$ cat config.mk
export PLATFORM = sky130hd
export DESIGN_NAME = best_price_scan
export DESIGN_NICKNAME = d
export VERILOG_FILES = /design/src/source/ob_pkg.sv /design/src/source/best_price_scan.sv
export VERILOG_INCLUDE_DIRS = /design/src /design/src/source
export SDC_FILE = /design/constraint.sdc
export NUM_CORES = 1
export LEC_CHECK = 0
export BUFFER_PORTS_ARGS = -buffer_cell sky130_fd_sc_hd__buf_4
export CAP_MARGIN = 20
export CORE_ASPECT_RATIO = 2
export CORE_MARGIN = 2
export CORE_UTILIZATION = 54
export CTS_CLUSTER_DIAMETER = 30
export CTS_CLUSTER_SIZE = 14
export DETAILED_ROUTE_END_ITERATION = 6
export PLACE_DENSITY = 0.84
export SYNTH_ARGS = -nofsm -noshare
export SYNTH_HDL_FRONTEND = slang
export SYNTH_SLANG_ARGS = --single-unit
$ cat constraint.sdc
create_clock -name i_clk -period 7.67 [get_ports i_clk]
set_clock_uncertainty 0.1 [all_clocks]
set_input_delay 1.534 -clock i_clk [delete_from_list [all_inputs] [get_ports i_clk]]
set_output_delay 1.534 -clock i_clk [all_outputs]
set_load 0.01 [all_outputs]
$ cat src/source/ob_defines.svh
/* order book sizes and field widths, shared by the package, RTL and testbench */

`ifndef OB_DEFINES_SVH
`define OB_DEFINES_SVH

// book geometry
`define OB_NUM_STOCKS  4
`define OB_BOOK_DEPTH  8   // resting orders per side of one stock

// index widths, must cover the geometry above
`define OB_STOCK_W     2
`define OB_SLOT_W      3
`define OB_COUNT_W     4   // one bit wider than a slot index so a full side fits

// order fields
`define OB_PRICE_W     32
`define OB_QTY_W       16
`define OB_ID_W        32

`endif
$ cat src/source/ob_pkg.sv
/* order book types: request codes, book entries, requests, quotes
   and the command set of the slot storage */

`include "ob_defines.svh"

package ob_pkg;

    typedef enum logic [1:0] {
        OP_ADD     = 2'd0,
        OP_CANCEL  = 2'd1,
        OP_EXECUTE = 2'd2   // code 3 never gets past capture
    } order_op_e;

    typedef enum logic {
        SIDE_ASK = 1'b0,
        SIDE_BID = 1'b1
    } book_side_e;

    typedef struct packed {
        logic [`OB_QTY_W-1:0]   qty;
        logic [`OB_PRICE_W-1:0] price;
        logic [`OB_ID_W-1:0]    id;
    } book_entry_t;

    typedef struct packed {
        book_side_e             side;
        logic [`OB_STOCK_W-1:0] stock;
        order_op_e              op;
        logic [`OB_QTY_W-1:0]   qty;    // add size or executed size
        logic [`OB_PRICE_W-1:0] price;
        logic [`OB_ID_W-1:0]    id;
    } order_req_t;

    typedef struct packed {
        logic [`OB_PRICE_W-1:0] bid;
        logic [`OB_PRICE_W-1:0] ask;
    } quote_t;

    typedef enum logic [2:0] {
        ST_NONE,
        ST_APPEND,
        ST_SET_QTY,
        ST_SHIFT_DOWN,
        ST_DROP_LAST
    } storage_cmd_e;

endpackage

$ cat src/source/best_price_scan.sv
/* best price accumulator: highest bid and lowest ask over the sampled entries */

`timescale 1ns/1ns

`include "ob_defines.svh"

module best_price_scan import ob_pkg::*; (
    input  logic        i_clk,
    input  logic        i_reset_n,
    input  logic        i_clear,    // may arrive with the first sample
    input  logic        i_sample,
    input  book_side_e  i_side,
    input  book_entry_t i_entry,
    output quote_t      o_quote
);

    logic [`OB_PRICE_W-1:0] best_bid;
    logic [`OB_PRICE_W-1:0] best_ask;
    logic                   bid_seen;
    logic                   ask_seen;
    logic                   bid_live;
    logic                   ask_live;
    logic                   take_bid;
    logic                   take_ask;

    // seen flags as they stand for this sample
    assign bid_live = bid_seen && !i_clear;
    assign ask_live = ask_seen && !i_clear;

    assign take_bid = i_sample && (i_side == SIDE_BID)
                      && (!bid_live || (i_entry.price > best_bid));
    assign take_ask = i_sample && (i_side == SIDE_ASK)
                      && (!ask_live || (i_entry.price < best_ask));

    always_ff @(posedge i_clk) begin
        if (!i_reset_n) begin
            bid_seen <= 1'b0;
            ask_seen <= 1'b0;
        end else begin
            bid_seen <= bid_live || take_bid;
            ask_seen <= ask_live || take_ask;
        end
    end

    always_ff @(posedge i_clk) begin
        if (take_bid) best_bid <= i_entry.price;
        if (take_ask) best_ask <= i_entry.price;
    end

    // an empty side quotes 0
    assign o_quote.bid = bid_seen ? best_bid : '0;
    assign o_quote.ask = ask_seen ? best_ask : '0;

endmodule

After elaboration in Yosys (flattened, before gate mapping)
Index checks and enable logic that the tools add are counted.
- order comparisons: 2
- muxes and demuxes: 2
- bitwise operators: 1
- reductions and logical operators: 13
- operator list (operator ; count):
    32-bit 2-to-1 mux ; 2
    32-bit > comparator ; 1
    32-bit less-than comparator ; 1
    1-bit logical AND ; 6
    1-bit logical OR ; 4
    1-bit zero test ; 3
    1-bit inverter ; 1
- register bits after elaboration: 66
- output and inout port bits: 64

Longest topological paths before layout
- depth in word-level cells: 6
- depth in mapped cells: 7

Worst setup path before layout
No wires, ideal clock.
- path kind: input to register
- from: input i_entry[49] (netlist name)
- to: register best_ask[0], enable pin
- library setup time: 461 ps
- data arrival time: 4803 ps
- data required time: 7109 ps
- setup slack: 2306 ps
- stages: 6
- buffers on the path: 0
- cell sequence: ha_1 -> a211oi_1 -> nor2_1 -> a2111oi_0 -> a21oi_1 -> nor3_1
- longest elaborated chain between the ends: 3
- RTL lines (element ; RTL line ; RTL):
    from (decl) ; best_price_scan.sv:13 ; input book_entry_t i_entry,
    32-bit less-than comparator ; best_price_scan.sv:33 ; && (!ask_live || (i_entry.price < best_ask));
    1-bit logical OR ; best_price_scan.sv:33 ;
    1-bit logical AND ; best_price_scan.sv:33 ;
    named net take_ask ; best_price_scan.sv:24 ; logic take_ask;
    to (signal assigned) ; best_price_scan.sv:47 ; if (take_ask) best_ask <= i_entry.price;
    to (decl) ; best_price_scan.sv:18 ; logic [`OB_PRICE_W-1:0] best_ask;
The timed path passes the listed nets, and every way through them passes these cells.
A chain may end at the register's enable or synchronous reset.

Worst setup path after layout
- from: input i_entry[46] (netlist name)
- to: register best_bid[22], enable pin
- longest elaborated chain between the ends: 3
- RTL lines (element ; RTL line ; RTL):
    32-bit > comparator ; best_price_scan.sv:31 ; && (!bid_live || (i_entry.price > best_bid));
    1-bit logical OR ; best_price_scan.sv:31 ;
    1-bit logical AND ; best_price_scan.sv:31 ;
    named net take_bid ; best_price_scan.sv:23 ; logic take_bid;
    to (signal assigned) ; best_price_scan.sv:46 ; if (take_bid) best_bid <= i_entry.price;
    to (decl) ; best_price_scan.sv:17 ; logic [`OB_PRICE_W-1:0] best_bid;
The timed path passes the listed nets, and every way through them passes these cells.

==> key figures <==
Die
  • Initial Util: 55.4%
  • Core Footprint: 7270 µm²
  • Floorplan row count: 44
  • Die area: 8200 µm²
  • Die height: 126 µm
  • Top-Level Pins: 149
  • Die Span X: 65.0 µm

Power
  • Sequential share of power: 44.7%
  • Int Pwr: 0.735 mW
  • Clock share of power: 41.6%
  • Pwr Density: 184 nW/µm²
  • Logic pwr share: 13.7%
  • Switching pwr: 0.219 mW
  • LEAKAGE: 2.49 nW
  • VDD IR-drop max: 0.000174 V
  • Sw Share: 23.0%

Layout
  • Area of the multi-input gates: 1800 µm²
  • Util after Layout: 71.3%
  • Fill cells: 556
  • Ratio of cells with drive above 1 in the final layout: 24.2%
  • Layout area overhead: 28.9%
  • Antenna diode count: 0
  • Nets: 631
  • Seq. cell area: 1960 µm²

Global routing
  • Vias in the first global route: 3225
  • Largest net degree at the start of global routing: 34
  • Gr usage total: 24.7%
  • Global route overflow: 0
  • Initial antenna violation count: 0
  • First-pass GRT wire length: 15.1 mm

Place
  • GPL Wtd Cong: 0.805
  • Detail Placement HPWL: 7.29 mm
  • # port buffers: 100

STA
  • Fmax: 0.243 GHz
  • Tmin final: 4110 ps
  • TNS Setup: 0 ps
  • Relative slew slack: 32.6%
  • Worst-margin pin slew: 1010 ps
  • Setup-failing EPs final: 0
  • Max Transition Viols Final: 0
  • Final hold vios: 0
  • RSZ-0062 raised after global routing: no
  • Fin crit share: 53.6%

Logic synthesis
  • Post-Syn Nets: 523
  • Most common cell in the netlist: inv_1
  • Synthesis Warnings: 0
  • Instance count of the mapped netlist: 375
  • Synth Register Bits: 66
  • Most used DFF post-synth: edfxtp_1
  • Register area share after synthesis: 48.8%
  • Asr flop ratio synth: 0%
  • Post-Syn Area: 4020 µm²
  • Leading area contributor after synthesis: edfxtp_1
  • Synth top area cells: edfxtp_1 48%, ha_1 20%, and2_1 10%
  • Synth cell count leaders: 66 x inv_1, 64 x and2_1, 64 x edfxtp_1
  • Synthesized area per cell: 10.7 µm²
  • Top-area cell type share of the netlist area: 47.8%
  • Post-synth EDFFs: 64
  • Post-synth cell types: 30

Clocking
  • CTS Sinks: 66
  • H-tree Lvls: 3
  • Root buf cell: clkbuf_16
  • CTS clk-pin slew, worst paths: 50 ps
  • Cts-stage hold buffer count: 0
  • Setup bufs post-CTS: 0
  • Cts repair resizes: 0
  • Clock tree buffer depth: 2
  • CTS Buf Count: 9
  • CTS tree: built
  • Clk Latency, worst-skew pair: 330 ps

Worst setup path
  • Worst r2r src: best_bid[14]
  • Highest-delay cell along the critical path: o21a_1
  • CP required: 7580 ps
  • Crit path arrival time: 4020 ps
  • Launch point of the worst path: i_entry[46]
  • Setup CP Type: input pin to flop
  • CP startpoint kind: input pin
  • Critical Path End Type: flop
  • Crit-path cells: buf_4 > ha_1 > nand4_1 > or4_1 > a21o_1 > a31oi_1 > o21a_1 > buf_4
  • CP Max Fanout: 17
  • Most used cell, CP: buf_4
  • CP max stage delay: 610 ps

Min path
  • HP Start: bid_seen
  • Worst hold-check path type: flop to flop

Status
  • Outcome: finished, final reports clean

Drt
  • DR iter-0 viols: 135
  • Routed wire length: 9.42 mm
  • Final ANT Viol Nets: 0
  • Via count: 3118
  • Vias per std cell: 5.38
  • Residual DRC: 0
  • Detailed Routing Iterations Pass 1: 4
  • Routed len/inst: 16.2 µm

Flow run
  • Number of max-cap violations: 0
sequential cells by signal (all words and copies together) (netlist names):
name / count
ask_seen: 1
best_ask: 32
best_bid: 32
bid_seen: 1
power groups by stage:
| stage | registers [mW] | logic [mW] | clock network (mW) |
|---|---|---|---|
| after floorplan | 0.428 | 0.0698 | 0 |
| after global placement | 0.432 | 0.124 | 0 |
| after detailed placement | 0.433 | 0.131 | 0 |
| after CTS | 0.426 | 0.132 | 0.405 |
| after global routing | 0.428 | 0.147 | 0.417 |
| final | 0.426 | 0.131 | 0.397 |
layout by cell type (no fill, tap or decap), drive strengths merged, types with 5 or more instances in the layout:
cell    netlist  layout
a21oi        25      25
ha           63      63
nand2        19      19
clkbuf        6      13
edfxtp       64      64
buf           0     103
nand4        10      10
nand3         5       5
nor2          6       6
o21ai        12      12
and2         64      64
nor3          6       6
inv          66      66
worst max-delay path: cells and delay by family:
family                     cells  cell delay [ps]
AOI/OAI and AO/OA              3              940
and+or+nand+nor                2              690
buffers and inverters          2              520
adders and majority gates      1              320
routing by layer:
| metal | track usage [%] | up-vias | part of all wire (%) |
|---|---|---|---|
| li1 | - | 1518 | - |
| met1 | 25.4 | 1466 | 35 |
| met2 | 44.9 | 112 | 56 |
| met3 | 5.54 | 22 | 5.1 |
| met4 | 13.4 | 0 | 3.8 |
| met5 | 0 | - | 0 |
cell type report:
cell class	instances	share of cell area, %
multi-input combinational	237	34.6
tap	92	2.22
sequential	66	37.8
inverter	66	4.78
clock inverter	3	0.772
timing repair buffer	103	14.9
clock buffer	13	4.83
kinds of logic (layout without fill, tap and decap cells):
group           Yosys count  after routing  share of synthesized area, %
compound gates           52             52                          7.53
fa+ha+maj                63             63                          19.6
buf+inv                  72            185                          6.72
flops                    66             66                          48.8
simple gates            122            122                          17.4
per-stage QoR:
| stage | setup WS, ps | total power, mW | hold WS, ps | std cells | instance area (µm²) |
|---|---|---|---|---|---|
| floorplan | 2310 | 0.497 | 444 | 375 | 4020 |
| global placement | 3280 | 0.557 | 943 | 564 | 4890 |
| detailed placement | 3240 | 0.564 | 960 | 564 | 4890 |
| CTS | 3580 | 0.963 | 969 | 580 | 5180 |
| global route | 3450 | 0.992 | 1070 | 580 | 5180 |
| finish | 3560 | 0.954 | 958 | 580 | 5180 |
path summary, 6_finish.rpt:
check,end,slack (ps),cells after the start
worst min register to register,bid_seen,960,2
worst min-delay path,bid_seen,960,2
worst max-delay path,best_bid[22],3560,8
worst max register to register,best_bid[22],4530,8
Power figures use the tool's default switching activity.
