### src/source/ob_defines.svh
/* order book sizes and field widths, shared by the package, RTL and testbench */

`ifndef OB_DEFINES_SVH
`define OB_DEFINES_SVH

// book geometry
`define OB_NUM_STOCKS  4
`define OB_BOOK_DEPTH  8   // resting orders per side of one stock

// index widths, must cover the geometry above
`define OB_STOCK_W     2
`define OB_SLOT_W      3
`define OB_COUNT_W     4   // one bit wider than a slot index so a full side fits

// order fields
`define OB_PRICE_W     32
`define OB_QTY_W       16
`define OB_ID_W        32

`endif
### src/source/ob_pkg.sv
/* order book types: request codes, book entries, requests, quotes
   and the command set of the slot storage */

`include "ob_defines.svh"

package ob_pkg;

    typedef enum logic [1:0] {
        OP_ADD     = 2'd0,
        OP_CANCEL  = 2'd1,
        OP_EXECUTE = 2'd2   // code 3 never gets past capture
    } order_op_e;

    typedef enum logic {
        SIDE_ASK = 1'b0,
        SIDE_BID = 1'b1
    } book_side_e;

    typedef struct packed {
        logic [`OB_QTY_W-1:0]   qty;
        logic [`OB_PRICE_W-1:0] price;
        logic [`OB_ID_W-1:0]    id;
    } book_entry_t;

    typedef struct packed {
        book_side_e             side;
        logic [`OB_STOCK_W-1:0] stock;
        order_op_e              op;
        logic [`OB_QTY_W-1:0]   qty;    // add size or executed size
        logic [`OB_PRICE_W-1:0] price;
        logic [`OB_ID_W-1:0]    id;
    } order_req_t;

    typedef struct packed {
        logic [`OB_PRICE_W-1:0] bid;
        logic [`OB_PRICE_W-1:0] ask;
    } quote_t;

    typedef enum logic [2:0] {
        ST_NONE,
        ST_APPEND,
        ST_SET_QTY,
        ST_SHIFT_DOWN,
        ST_DROP_LAST
    } storage_cmd_e;

endpackage

### src/source/book_controller.sv
/* order book FSM: append or search and remove, then rescan
   bid and ask of the stock and hand the quote to the output side */

`timescale 1ns/1ns

`include "ob_defines.svh"

module book_controller import ob_pkg::*; (
    input  logic                   i_clk,
    input  logic                   i_reset_n,
    input  order_req_t             i_req,
    input  logic                   i_req_valid,
    input  logic [`OB_COUNT_W-1:0] i_count,
    input  book_entry_t            i_entry,
    input  quote_t                 i_quote,
    input  logic                   i_release,
    output storage_cmd_e           o_cmd,
    output book_side_e             o_side,
    output logic [`OB_STOCK_W-1:0] o_stock,
    output logic [`OB_SLOT_W-1:0]  o_slot,
    output book_entry_t            o_entry,
    output logic                   o_scan_clear,
    output logic                   o_scan_sample,
    output logic                   o_done,
    output logic                   o_matched,
    output quote_t                 o_quote,
    output logic                   o_idle,
    output logic                   o_book_busy
);

    typedef enum logic [2:0] {
        S_IDLE, S_ADD, S_SEARCH, S_SHIFT, S_SCAN, S_DONE, S_WAIT
    } state_e;

    state_e                 state;
    book_side_e             cur_side;
    logic [`OB_SLOT_W-1:0]  slot;
    logic                   matched;
    logic [`OB_COUNT_W-1:0] slot_ext;
    logic                   in_range;
    logic                   has_next;   // another occupied slot above this one
    logic                   hit;
    logic                   remove;

    assign slot_ext = {1'b0, slot};
    assign in_range = (slot_ext < i_count);
    assign has_next = ((slot_ext + 1'b1) < i_count);
    assign hit      = in_range && (i_entry.id == i_req.id);
    assign remove   = (i_req.op == OP_CANCEL) || (i_req.qty >= i_entry.qty);

    always_comb begin
        o_cmd = ST_NONE;
        o_entry = '{qty: i_req.qty, price: i_req.price, id: i_req.id};
        case (state)
            S_ADD: begin
                if (i_count < `OB_BOOK_DEPTH) o_cmd = ST_APPEND;
            end
            S_SEARCH: begin
                if (hit && !remove) begin   // partial execute
                    o_cmd = ST_SET_QTY;
                    o_entry.qty = i_entry.qty - i_req.qty;
                end
            end
            S_SHIFT: begin
                if (has_next) o_cmd = ST_SHIFT_DOWN;
                else o_cmd = ST_DROP_LAST;
            end
            default: ;
        endcase
    end

    assign o_side        = (state == S_ADD) ? i_req.side : cur_side;
    assign o_stock       = i_req.stock;
    assign o_slot        = slot;
    assign o_scan_clear  = (state == S_SCAN) && (cur_side == SIDE_BID) && (slot == '0);
    assign o_scan_sample = (state == S_SCAN) && in_range;
    assign o_done        = (state == S_DONE);
    assign o_matched     = matched;
    assign o_quote       = i_quote;
    assign o_idle        = (state == S_IDLE) && !i_req_valid;
    assign o_book_busy   = i_req_valid || ((state != S_IDLE) && (state != S_WAIT));

    always_ff @(posedge i_clk) begin
        if (!i_reset_n) begin
            state    <= S_IDLE;
            cur_side <= SIDE_BID;
            slot     <= '0;
            matched  <= 1'b0;
        end else begin
            case (state)
                S_IDLE: begin
                    if (i_req_valid) begin
                        matched  <= 1'b0;
                        cur_side <= SIDE_BID;   // search and scan both start on bids
                        slot     <= '0;
                        state    <= (i_req.op == OP_ADD) ? S_ADD : S_SEARCH;
                    end
                end
                S_ADD: begin
                    matched <= (i_count < `OB_BOOK_DEPTH);
                    state   <= S_SCAN;
                end
                S_SEARCH: begin
                    if (hit) begin
                        matched <= 1'b1;
                        if (remove) begin
                            state <= S_SHIFT;   // slot and side stay on the hit
                        end else begin
                            cur_side <= SIDE_BID;
                            slot     <= '0;
                            state    <= S_SCAN;
                        end
                    end else if (has_next) begin
                        slot <= slot + 1'b1;
                    end else if (cur_side == SIDE_BID) begin
                        cur_side <= SIDE_ASK;
                        slot     <= '0;
                    end else begin
                        cur_side <= SIDE_BID;   // id not found
                        slot     <= '0;
                        state    <= S_SCAN;
                    end
                end
                S_SHIFT: begin
                    if (has_next) begin
                        slot <= slot + 1'b1;
                    end else begin
                        cur_side <= SIDE_BID;
                        slot     <= '0;
                        state    <= S_SCAN;
                    end
                end
                S_SCAN: begin
                    if (has_next) begin
                        slot <= slot + 1'b1;
                    end else if (cur_side == SIDE_BID) begin
                        cur_side <= SIDE_ASK;
                        slot     <= '0;
                    end else begin
                        state <= S_DONE;   // quote settles on this edge
                    end
                end
                S_DONE: state <= S_WAIT;
                S_WAIT: begin
                    if (i_release) state <= S_IDLE;
                end
                default: state <= S_IDLE;
            endcase
        end
    end

endmodule

### config.mk
export PLATFORM = sky130hd
export DESIGN_NAME = book_controller
export DESIGN_NICKNAME = d
export VERILOG_FILES = /design/src/source/ob_pkg.sv /design/src/source/book_controller.sv
export VERILOG_INCLUDE_DIRS = /design/src /design/src/source
export SDC_FILE = /design/constraint.sdc
export NUM_CORES = 1
export LEC_CHECK = 0
export ABC_AREA = 0
export BUFFER_PORTS_ARGS = -buffer_cell sky130_fd_sc_hd__buf_2
export CAP_MARGIN = 10
export CORE_AREA = 2 2 152 154
export CTS_BUF_LIST = sky130_fd_sc_hd__clkbuf_16
export DETAILED_ROUTE_END_ITERATION = 6
export DIE_AREA = 0 0 154 156
export PLACE_DENSITY = 0.42
export REMOVE_ABC_BUFFERS = 1
export SETUP_SLACK_MARGIN = 0.4
export SYNTH_ARGS = -nofsm -noshare
export SYNTH_HDL_FRONTEND = slang
export SYNTH_SLANG_ARGS = --single-unit
### constraint.sdc
create_clock -name i_clk -period 4.57 [get_ports i_clk]
set_input_delay 0.914 -clock i_clk [delete_from_list [all_inputs] [get_ports i_clk]]
set_output_delay 0.914 -clock i_clk [all_outputs]
set_load 0.05 [all_outputs]
# == Yosys cells after proc, flatten, opt, wreduce, memory -nomap -nowiden ==
# Cells that the tools add are included.
# totals
out_inout_bits,159
register_bits,8
memories,0
word_cells,87
mem_bits_rw,0
latch_bits,0
rom_bits,0
# op_classes
n_div,0
n_reduce_logical,21
bitwise_logic,0
n_mux,36
magnitude_cmp,4
n_addsub,3
eq_ne,19
shifts,0
mul,0
# ops
operator,n
$mux W3,16
$eq A32 B32 Y1,1
$mux W16,2
$pmux W3 S7,1
$ge A16 B16 Y1,1
$sub A16 B16 Y16,1
$ne A3 B3 Y1 const B,5
$ne A2 B2 Y1 const B,6
$pmux W3 S4,1
$mux W1,11
$eq A3 B3 Y1 const B,3
$pmux W3 S3,1
$logic_and A1 B1 Y1,7
$reduce_and A7 Y1,1
$eq A3 B2 Y1 const B,2
$logic_not A3 Y1,2
$reduce_and A6 Y1,1
$reduce_bool A3 Y1,2
$add A3 B1 Y4 const B,1
$lt A3 B4 Y1,1
$lt A4 B4 Y1,1
$lt A4 B4 Y1 const B,1
$mux W2,2
$pmux W1 S4,1
10 further kinds,12

# == Longest topological paths before layout ==
# depth
word_depth,6
mapped_depth,11
mapped_depth_nobuf,10

# == Worst setup path before layout ==
# No wires, ideal clock.
# synth_path
path_type,input port to output port
from,input i_entry[64] (netlist name)
to,output o_entry[67] (netlist name)
slack_ps,-84
stages,10
arrival_time_ps,3740
path_cell_list,inv_1 ha_1 fa_1 nor2b_1 o21ai_1 a31oi_2 nand3_1 a21o_1 buf_2 o31ai_1
# synth_lines
element,line,rtl
from (decl),book_controller.sv:14,"input book_entry_t i_entry,"
to (decl),book_controller.sv:21,"output book_entry_t o_entry,"

==> results_dict.tcl <==
set metrics [dict create \
    postLayoutCoreUtil_pct 16.23 \
    die_y_um 156 \
    fp.dieW_um 154 \
    critical_path_class "input pin to output pin" \
    cts_hold_buf 0 \
    power_density_nw_per_um2 265.4 \
    io_pins 396 \
    dieArea_um2 24020 \
    cts_root_buf "clkbuf_16" \
    syn_avg_cell_area_um2 7.158 \
    mostFrequentLayoutCell "buf_2" \
    rsz0062_at_grt "false" \
    peakVddDrop_v 0.0001395 \
    dpl.hpwl_mm 21.01 \
    synth.largest_area_cell "buf_4" \
    ys_ff_latch 8 \
    cts.htree.levels 1 \
    gp_congestion 0.8329 \
    cp.arrival_ns 3.12 \
    status "finished clean" \
    start_kind "input pin" \
    yosysUniqueCellTypes 56 \
    synth_flop_cell "dfxtp_1" \
    synth-edff-count 0 \
    fmaxAchievable_mhz 247.8 \
    relSlewSlack_pct 60.36 \
    clk_pin_slew_ns 0.04 \
    final_cell_mix "buf_2, xnor2_1, nand2_1" \
    first_pass_iters 4 \
    leakagePower_nw 1.751 \
    diodes 0 \
    worst_pin_slew_ns 0.5891 \
    hp-class "flip-flop to flip-flop" \
    crit_fanout 29 \
    finalMaxSlewViolations 0 \
    start_util_pct 14.11 \
    totalWireLength_mm 22.39 \
    grt_max_degree 30 \
    gr-usage-all-layers_pct 17.70 \
    synth_seq_area_share_pct 5.073 \
    async_reset_ff_share_pct 0 \
    grt_pass1_wl_mm 28.09 \
    syn-cell-area_um2 3157 \
    required_ns 3.66 \
    maxCapViolCount 0 \
    vias_per_cell 4.141 \
    netlist_instances 441 \
    hold_violations 0 \
    yosysTopAreaCellShare_pct 30.92 \
    critPathCaptureType "output pin" \
    synth_area_leaders "buf_4, xnor2_1, ha_1" \
    worst_clock_skew_ns 0.001620 \
    cts_tree "done" \
    numCtsBuffers 3 \
    fill_cells 2612 \
    postRouteAntennaNets 0 \
    hold_ws_ns 0.4421 \
    io_buffer_count 167 \
    ys_warn_count 0 \
    drc 0 \
    fin_crit_sh_pct 88.30 \
    core_um2 22370 \
    placementRows 55 \
    finalSetupViolCount 0 \
    wl_per_cell_um 29.23 \
    placed_cells 759 \
    num_vias 3172 \
    clock-sinks 8 \
    antenna_found_initial 0 \
    drive_above_1_share_pct 42.20 \
    first_global_vias 2926 \
    drt_iter0_markers 152 \
    fin_crit_ns 4.035 \
    overflow 0 \
    final_cells 766 \
    insertion_delay_ns 0.23 \
    clockBufferDepth 2 \
    totalPowerFinal_mw 0.9634 \
    area_growth_pct 14.98 \
    fin_nets 744 \
]
-- routing by layer --
layer | global-route usage (%) | wire, um
met4 | 0.7121 | 42
met2 | 30.90 | 10510
met3 | 25.86 | 7190
met1 | 10.24 | 4641
met5 | 0.4141 | 0
-- synth_stat cells, types with 8 or more instances --
master   number
nor2_1       18
nand2_1      32
ha_1         23
o31ai_1       8
inv_1        28
nand4_1       9
xnor2_1      35
nor3_1        9
o21ai_0      13
a21oi_1      15
buf_4       130
dfxtp_1       8
o21ai_1      12
-- final timing paths --
path             start           to  slack [ns]  cells past startpoint
max          i_req[64]  o_entry[75]        0.53                     11
min          o_matched    o_matched        0.44                      2
max reg2reg  o_slot[0]     state[2]        1.72                     10
min reg2reg  o_matched    o_matched        0.44                      2
-- metrics by stage --
step | instance area, um^2 | setup slack (ns) | TNS [ns]
2_1_floorplan | 2142 | -0.2149 | -0.6446
3_3_place_gp | 3415 | 0.1847 | 0
3_5_place_dp | 3415 | 0.2027 | 0
4_1_cts | 3546 | 0.3624 | 0
5_1_grt | 3630 | 0.4024 | 0
6_report | 3630 | 0.5346 | 0
-- timing repair --
item / 4_1_cts / 5_1_grt
endpoints found under the setup margin: 8 / 16
resized for setup: 12 / 12
buffers inserted: 0 / 4
pin swaps: 0 / 3
-- registers in the layout, summed over array words and instances, names as in the netlist --
register and flops:
o_matched 1, cur_side 1, state 3, o_slot 3
-- cells by family after synthesis --
group / after synthesis / synth area share [%]
adder cells (fa/ha/maj): 24 / 9.750
AND/OR/NAND/NOR: 110 / 18.95
flip-flops: 8 / 5.073
XOR/XNOR: 41 / 11.38
buffers and inverters: 167 / 35.47
AO/OA/AOI/OAI: 90 / 19.03
multiplexers: 1 / 0.3567
-- where the power goes --
group | leakage (nW) | internal [mW] | switching (mW)
clock network | 0.0370 | 0.113 | 0.0359
registers | 0.0655 | 0.0914 | 0.0458
logic | 1.65 | 0.242 | 0.435
total | 1.75 | 0.447 | 0.517
-- critical path: stages --
cell	delay, ns
buf_2	0.11
ha_1	0.22
fa_2	0.38
nor2b_2	0.16
o21ai_2	0.08
a31oi_2	0.22
nand3_2	0.13
a21o_1	0.22
buf_12	0.17
o31ai_1	0.25
buf_4	0.24
-- layout make-up --
cell class                 instances  area, um^2  share of cell area (%)
multi-input combinational        266        1963                   54.08
timing repair buffer             176       969.7                   26.71
inverter                          28       105.1                   2.896
sequential                         8       160.2                   4.412
clock buffer                       3       75.07                   2.068
tap                              285       356.6                   9.824
Power figures use the tool's default switching activity.
