File: src/source/ob_defines.svh
/* order book sizes and field widths, shared by the package, RTL and testbench */

`ifndef OB_DEFINES_SVH
`define OB_DEFINES_SVH

// book geometry
`define OB_NUM_STOCKS  4
`define OB_BOOK_DEPTH  8   // resting orders per side of one stock

// index widths, must cover the geometry above
`define OB_STOCK_W     2
`define OB_SLOT_W      3
`define OB_COUNT_W     4   // one bit wider than a slot index so a full side fits

// order fields
`define OB_PRICE_W     32
`define OB_QTY_W       16
`define OB_ID_W        32

`endif
File: src/source/ob_pkg.sv
/* order book types: request codes, book entries, requests, quotes
   and the command set of the slot storage */

`include "ob_defines.svh"

package ob_pkg;

    typedef enum logic [1:0] {
        OP_ADD     = 2'd0,
        OP_CANCEL  = 2'd1,
        OP_EXECUTE = 2'd2   // code 3 never gets past capture
    } order_op_e;

    typedef enum logic {
        SIDE_ASK = 1'b0,
        SIDE_BID = 1'b1
    } book_side_e;

    typedef struct packed {
        logic [`OB_QTY_W-1:0]   qty;
        logic [`OB_PRICE_W-1:0] price;
        logic [`OB_ID_W-1:0]    id;
    } book_entry_t;

    typedef struct packed {
        book_side_e             side;
        logic [`OB_STOCK_W-1:0] stock;
        order_op_e              op;
        logic [`OB_QTY_W-1:0]   qty;    // add size or executed size
        logic [`OB_PRICE_W-1:0] price;
        logic [`OB_ID_W-1:0]    id;
    } order_req_t;

    typedef struct packed {
        logic [`OB_PRICE_W-1:0] bid;
        logic [`OB_PRICE_W-1:0] ask;
    } quote_t;

    typedef enum logic [2:0] {
        ST_NONE,
        ST_APPEND,
        ST_SET_QTY,
        ST_SHIFT_DOWN,
        ST_DROP_LAST
    } storage_cmd_e;

endpackage

File: src/source/order_capture.sv
/* request capture: registers one legal request while the book is idle */

`timescale 1ns/1ns

`include "ob_defines.svh"

module order_capture import ob_pkg::*; (
    input  logic                   i_clk,
    input  logic                   i_reset_n,
    input  logic                   i_data_valid,
    input  logic                   i_trade_type,   // 1 buy, 0 sell
    input  logic [`OB_STOCK_W-1:0] i_stock_id,
    input  logic [1:0]             i_order_type,
    input  logic [`OB_QTY_W-1:0]   i_quantity,
    input  logic [`OB_PRICE_W-1:0] i_price,
    input  logic [`OB_ID_W-1:0]    i_order_id,
    input  logic                   i_idle,
    output order_req_t             o_req,
    output logic                   o_req_valid
);

    logic legal_op;
    logic accept;

    assign legal_op = (i_order_type != 2'd3);
    assign accept   = i_data_valid && i_idle && legal_op;

    always_ff @(posedge i_clk) begin
        if (!i_reset_n) begin
            o_req_valid <= 1'b0;
        end else begin
            o_req_valid <= accept;   // one cycle pulse per request
        end
    end

    // the fields stay put until the next accepted request
    always_ff @(posedge i_clk) begin
        if (accept) begin
            o_req.side  <= book_side_e'(i_trade_type);
            o_req.stock <= i_stock_id;
            o_req.op    <= order_op_e'(i_order_type);
            o_req.qty   <= i_quantity;
            o_req.price <= i_price;
            o_req.id    <= i_order_id;
        end
    end

endmodule

File: config.mk
export PLATFORM = sky130hd
export DESIGN_NAME = order_capture
export DESIGN_NICKNAME = d
export VERILOG_FILES = /design/src/source/ob_pkg.sv /design/src/source/order_capture.sv
export VERILOG_INCLUDE_DIRS = /design/src /design/src/source
export SDC_FILE = /design/constraint.sdc
export NUM_CORES = 1
export LEC_CHECK = 0
export ABC_AREA = 1
export BUFFER_PORTS_ARGS = -buffer_cell sky130_fd_sc_hd__buf_2
export CAP_MARGIN = 20
export CELL_PAD_IN_SITES_DETAIL_PLACEMENT = 1
export CELL_PAD_IN_SITES_GLOBAL_PLACEMENT = 1
export CORE_MARGIN = 10
export CORE_UTILIZATION = 32
export CTS_CLUSTER_DIAMETER = 60
export DETAILED_ROUTE_END_ITERATION = 10
export GPL_TIMING_DRIVEN = 0
export PLACE_DENSITY = 0.88
export SLEW_MARGIN = 0
export SYNTH_ARGS = -nofsm -noshare
export SYNTH_HDL_FRONTEND = slang
export SYNTH_SLANG_ARGS = --single-unit
File: constraint.sdc
create_clock -name i_clk -period 2.8 [get_ports i_clk]
set_clock_uncertainty 0.15 [all_clocks]
set_input_delay 0.14 -clock i_clk [delete_from_list [all_inputs] [get_ports i_clk]]
set_output_delay 0.14 -clock i_clk [all_outputs]
set_load 0.03 [all_outputs]
* Yosys cells after proc, flatten, opt, wreduce, memory -nomap -nowiden
Index checks and enable logic that the tools add are counted.
** Operators by class
- Reduce and logical (&&, ||, !) cells :: 2
- Eq/ne operators :: 1
** Operators with widths (number)
- 1-bit logical AND :: 2
- 2-bit inequality test (second input constant) :: 1
** Word-level totals
- Register bits :: 86
- Output and inout port bits :: 86
- Input bits :: 89

* Logic depth before layout (Yosys ltp)
Gate-level depths: netlist (run 1).
- Word-level depth :: 2
- Gate-level depth with buffers :: 4
- Depth with buffers taken out :: 4

* Worst setup path after synthesis (run 1)
OpenSTA, ideal clock, no wires.
- Path kind :: input to register
- From :: input i_data_valid
- To :: register o_req[0] (netlist name) (enable)
- Data arrival time :: 1.932 ns
- Setup time :: 0.439 ns
- Stages :: 4
- Path slack :: 0.280 ns
- Path buffers :: 0
- Path through :: nand2_1 > inv_1 > nand2_2 > inv_1
** On the way
- Cells in the longest elaborated chain, start to end :: 2
** RTL lines
- from (decl) :: RTL line order_capture.sv:10 : input logic i_data_valid,
- 1-bit logical AND (2 in a row) :: RTL line order_capture.sv:26 : assign accept = i_data_valid && i_idle && legal_op;
- via accept :: RTL line order_capture.sv:23 : logic accept;
- to (decl) :: RTL line order_capture.sv:18 : output order_req_t o_req,
The timed path passes the listed nets, and every way through them passes these cells.
A chain may end at the register's enable or synchronous reset.

* Final worst setup path (run 1)
- From :: input i_order_type[0]
- To :: register o_req[6] (netlist name) (enable)
** On the way
- Cells in the longest elaborated chain, start to end :: 2
** RTL lines
- from (decl) :: RTL line order_capture.sv:13 : input logic [1:0] i_order_type,
- 2-bit inequality test :: RTL line order_capture.sv:25 : assign legal_op = (i_order_type != 2'd3);
- 1-bit logical AND :: RTL line order_capture.sv:26
- via accept :: RTL line order_capture.sv:23
The timed path passes the listed nets, and every way through them passes these cells.

==> results of run 1 <==
[sequential cells by signal, summed over array words and instances, names as in the netlist]
signal,cells
o_req,85
o_req_valid,1
[layout make-up]
cell class | instances | share of cell area (%)
clock inverters | 4 | 0.511
diodes | 1 | 0.0538
multi-input cells | 4 | 0.430
repair buffers | 261 | 37.8
flip-flops and latches | 86 | 55.3
inverters | 3 | 0.296
clock buffers | 12 | 2.90
well taps | 102 | 2.74
[timing repair]
| action | 4_1_cts | 5_1_grt |
|---|---|---|
| endpoints found under the hold margin | 86 | 0 |
| resized for setup | 0 | 0 |
| hold buffers | 86 | 0 |
[layer usage]
metal | wire [µm] | up-vias | global-route usage, %
met2 | 4990 | 110 | 28.6
met3 | 1140 | 11 | 7.02
met1 | 3120 | 942 | 14.5
li1 | - | 911 | -
met5 | 0 | - | 0
met4 | 102 | 0 | 4.95
[cell families (layout without fill, tap and decap cells)]
family | after synthesis | after routing | synth area share [%]
buffers and inverters | 3 | 280 | 0.432
flip-flops | 86 | 86 | 98.8
other | 0 | 1 | 0
AND/OR/NAND/NOR | 4 | 4 | 0.769
[report_power, final]
part           leakage (µW)  switching (µW)  internal (µW)
combinational       0.00108             263            177
clock             0.0000740             405            319
sequential         0.000797            20.9           1510
[worst max path at each step]
stage,slack [ns],cells past startpoint,start,end
after floorplan,0.28,4,i_data_valid,o_req[0]
after global placement,-0.39,4,i_order_type[0],o_req[15]
after detailed placement,1.36,6,i_idle,o_req[5]
after CTS,1.20,6,i_order_type[0],o_req[2]
after global routing,1.10,6,i_order_type[0],o_req[6]
final,1.13,6,i_order_type[0],o_req[6]
[metrics by stage]
stage          instances  worst slack [ns]
2_1_floorplan         93             0.280
3_5_place_dp         370              1.36
4_1_cts              472              1.20
3_3_place_gp         369            -0.387
5_1_grt              472              1.10
6_report             473              1.13
[layout by cell type (no fill, tap or decap)]
cell type	instances
edfxtp_1	85
nor2_2	1
clkinvlp_4	2
clkbuf_8	9
nand2_1	2
buf_16	1
clkbuf_1	3
diode_2	1
inv_1	2
dfxtp_1	1
nand2_2	1
clkinv_2	1
dlygate4sd3_1	86
buf_2	174
inv_4	1
clkinv_1	1
[worst max-delay path, cell delays in order]
cell and delay (ns):
dlygate4sd3_1 0.55, buf_2 0.14, nand2_1 0.07, nand2_2 0.08
inv_4 0.14, buf_16 0.32
==> impl_results.md, run 1 <==
- TritonRoute pass-1 iters: 4
- Final Util: 59.6%
- Layout net count: 454
- Hold Path End: o_req_valid
- Placement row count: 32
- Post-DP HPWL: 6.04 mm
- WL/cell: 19.8 µm
- Hold WS: 0.0301 ns
- Outcome: finished clean
- Type of element capturing the critical path: register
- Crit share post-route: 59.5%
- HP Class: input port to register
- Post-synth top cells: edfxtp_1, inv_1, nand2_1
- CORE AREA: 7810 µm²
- Area share of the leading cell type in the synthesized netlist: 98.0%
- VDD IR max: 0.310 mV
- Hold Path Origin: i_data_valid
- Final instance area: 4650 µm²
- Crit path launch type: input port
- CTS clock-pin slew for the worst setup and hold paths: 0.08 ns
- Post-synthesis sequential area ratio: 98.8%
- Layout cells sized above 1: 51.4%
- Cell Area, Placed: 3630 µm²
- Die ar.: 12,100 µm²
- Initial core utilization: 33.3%
- Initial antenna violation count: 1
- Synth Cell Area: 2600 µm²
- Fill count: 763
- Post-synth EDFFs: 85
- Fmax: 600 MHz
- Area contributors post-synth: edfxtp_1, dfxtp_1, inv_1, nand2_1, nand2_2
- Total number of vias: 1,974
- Required @ worst endpoint: 2.64 ns
- Mapped Cells: 93
- Mean post-synth cell area: 28.0 µm²
- Crit Path Category: input port to register
- Net Count, Synth: 182
- Yosys reg bits: 86
- Leak: 0.00196 µW
- CTS Buf Count: 9
- Register area: 2570 µm²
- Min Tclk post-route: 1.67 ns
- Ys Warns: 0
- Gr ovfl total: 0
- Final RePlAce weighted congestion: 0.737
- Crit-path max FO: 77
- CP arrival: 1.51 ns
- Post-DRT Antenna Nets: 0
- Post-CTS Setup Repair Bufs: 0
- Multi-input logic area: 20.0 µm²
- Setup tns final: 0 ns
- Number of remaining DRC errors: 0
- Rel. slew slack: 74.5%
- PD cells: 578 nW/µm²
- Top-count cell post-synth: edfxtp_1
- Hold depth: 5
- Fin. max-slew vios: 0
- Fraction of registers with async set or reset after synthesis: 0%
- Number of port buffers: 174
- Library cells used by synthesis: 6
- Vias per Instance: 4.17
- Largest net degree at the start of global routing: 78
- Total power after layout: 2690 µW
- Endpoints failing hold: 0
- First-pass GRT wire length: 13.7 mm
- Synth area leader: edfxtp_1
- Vias in the first global route: 2,367
- Die Wd: 110 µm
- RSZ-0062 raised after global routing: false
- CTS max path bufs: 2
- Worst Max-Slew Pin Slew: 0.383 ns
- Synth Flop Type: edfxtp_1
- H-Tree Depth: 3
- GRT Total Usage: 15.3%
- Initial detailed-routing violation count: 48
- Clock Sinks: 86
- Setup Viol. Count Final: 0
- I/O pin total: 175
- CTS tree: built
- Total wire length: 9.35 mm
- Area delta synth->final: 78.8%
- CTS root buf: clkbuf_8
- Die Y: 110 µm
- Max Cap Violations: 0
(Power assumes the default switching activity.)
==> run 2, diff against run 1 <==
==> constraint.sdc (replaced) <==
create_clock -name i_clk -period 1.7 [get_ports i_clk]
set_clock_uncertainty 0.15 [all_clocks]
set_input_delay 0.085 -clock i_clk [delete_from_list [all_inputs] [get_ports i_clk]]
set_output_delay 0.085 -clock i_clk [all_outputs]
set_load 0.03 [all_outputs]
==> impl_results.md, run 2 (synthesis gave the netlist of run 1 again) <==
- HP Class: input port to register
- Crit path launch type: input port
- Fill count: 759
- Vias in the first global route: 2,448
- Placement row count: 32
- Die Wd: 110 µm
- Number of port buffers: 174
- VDD IR max: 0.452 mV
- WL/cell: 21.3 µm
- TritonRoute pass-1 iters: 4
- CTS clock-pin slew for the worst setup and hold paths: 0.10 ns
- Register area: 2570 µm²
- Crit share post-route: 87.8%
- Outcome: finished clean
- Largest net degree at the start of global routing: 34
- Worst Max-Slew Pin Slew: 0.552 ns
- CTS root buf: clkbuf_8
- Initial detailed-routing violation count: 35
- Required @ worst endpoint: 1.64 ns
- Multi-input logic area: 27.5 µm²
- Fin. max-slew vios: 0
- Setup Viol. Count Final: 0
- Die ar.: 12,100 µm²
- Final Util: 60.3%
- CP arrival: 1.44 ns
- Final RePlAce weighted congestion: 0.790
- Initial core utilization: 33.3%
- Post-CTS resize count: 0
- CTS max path bufs: 2
- Final WS setup: 0.208 ns
- Vias per Instance: 4.24
- Place WS: -0.186 ns
- Type of element capturing the critical path: register
- Layout cells sized above 1: 53.0%
- CORE AREA: 7810 µm²
- Area delta synth->final: 80.8%
- Largest Register: o_req
- Min Tclk post-route: 1.49 ns
- Most frequent cells in the layout: buf_2, dlygate4sd3_1, edfxtp_1
- Crit Path Category: input port to register
- Max Cap Violations: 0
- Post-DP HPWL: 6.45 mm
- GRT Total Usage: 16.6%
- H-Tree Depth: 3
- Die Y: 110 µm
- CTS Buf Count: 9
- Layout net count: 456
- Max reg flops: 85
- Most common cell after layout, fill and taps aside: buf_2
- Crit-path max FO: 33
- I/O pin total: 175
- Leak: 0.00197 µW
- First-pass GRT wire length: 14.8 mm
- Fmax: 670 MHz
- CTS tree: built
- Clock Sinks: 86
- RSZ-0062 raised after global routing: false
- Initial antenna violation count: 1
- Rel. slew slack: 63.1%
- Largest regs: o_req (85), o_req_valid (1)
- PD cells: 968 nW/µm²
- Endpoints failing hold: 0
- Total wire length: 10.1 mm
- Number of remaining DRC errors: 0
- Gr ovfl total: 0
- Total number of vias: 2,012
- Post-DRT Antenna Nets: 0
-- run 2: changes by cell type in the layout (fill, tap and decap cells not counted), sizes merged --
cell,delta
clkbuf,-3
clkinvlp,+2
buf,+1
dlygate4sd3,+1
inv,+1
-- run 2: cell type report --
cell class | count | area share [%]
Timing Repair Buffer | 263 | 37.9
Multi-Input combinational cell | 4 | 0.585
Tap cell | 102 | 2.71
Clock inverter | 7 | 1.20
Clock buffer | 9 | 2.63
Inverter | 3 | 0.319
Antenna cell | 1 | 0.0532
Sequential cell | 86 | 54.7
-- run 2: worst max-delay path, cell delays in order --
cell and delay, ns:
buf_2 0.11, nand2_4 0.06, inv_2 0.03, nand2_2 0.09
clkinvlp_4 0.47, buf_12 0.38, buf_12 0.19
-- run 2: layer usage --
metal	global-route usage [%]	part of all wire (%)	up-vias
li1	-	-	918
met1	17.4	37	956
met2	29.1	50	126
met3	7.14	12	12
met4	5.87	1.3	0
met5	0	0	-
-- run 2: what timing repair did --
action / 4_1_cts / 5_1_grt
hold buffers: 87 / 0
setup buffers: 0 / 0
setup endpoints to repair: 0 / 0
hold endpoints to repair: 86 / 0
-- run 2: through the flow --
stage               power, µW  cell area [µm²]  hold WS, ns  setup TNS [ns]  cells
floorplan                2870             2620       0.0339          -27.15     93
global placement         3110             3610        0.112          -74.29    369
detailed placement       3140             3650        0.114           -6.07    371
CTS                      4600             4700        0.265               0    474
global route             4760             4710        0.275               0    475
finish                   4560             4710        0.291               0    475
-- run 2: path summary, 6_finish.rpt --
kind / cells after the start / slack [ns] / startpoint / to
max: 7 / 0.21 / i_data_valid / o_req[36]
min: 2 / 0.29 / i_order_id[18] / o_req[18]
-- run 2: where the power goes --
group / leakage, µW / switching, µW / internal [µW] / total, µW
clock: 0.0000838 / 754 / 545 / 1300
combinational: 0.00109 / 445 / 297 / 742
sequential: 0.000797 / 39.0 / 2480 / 2520
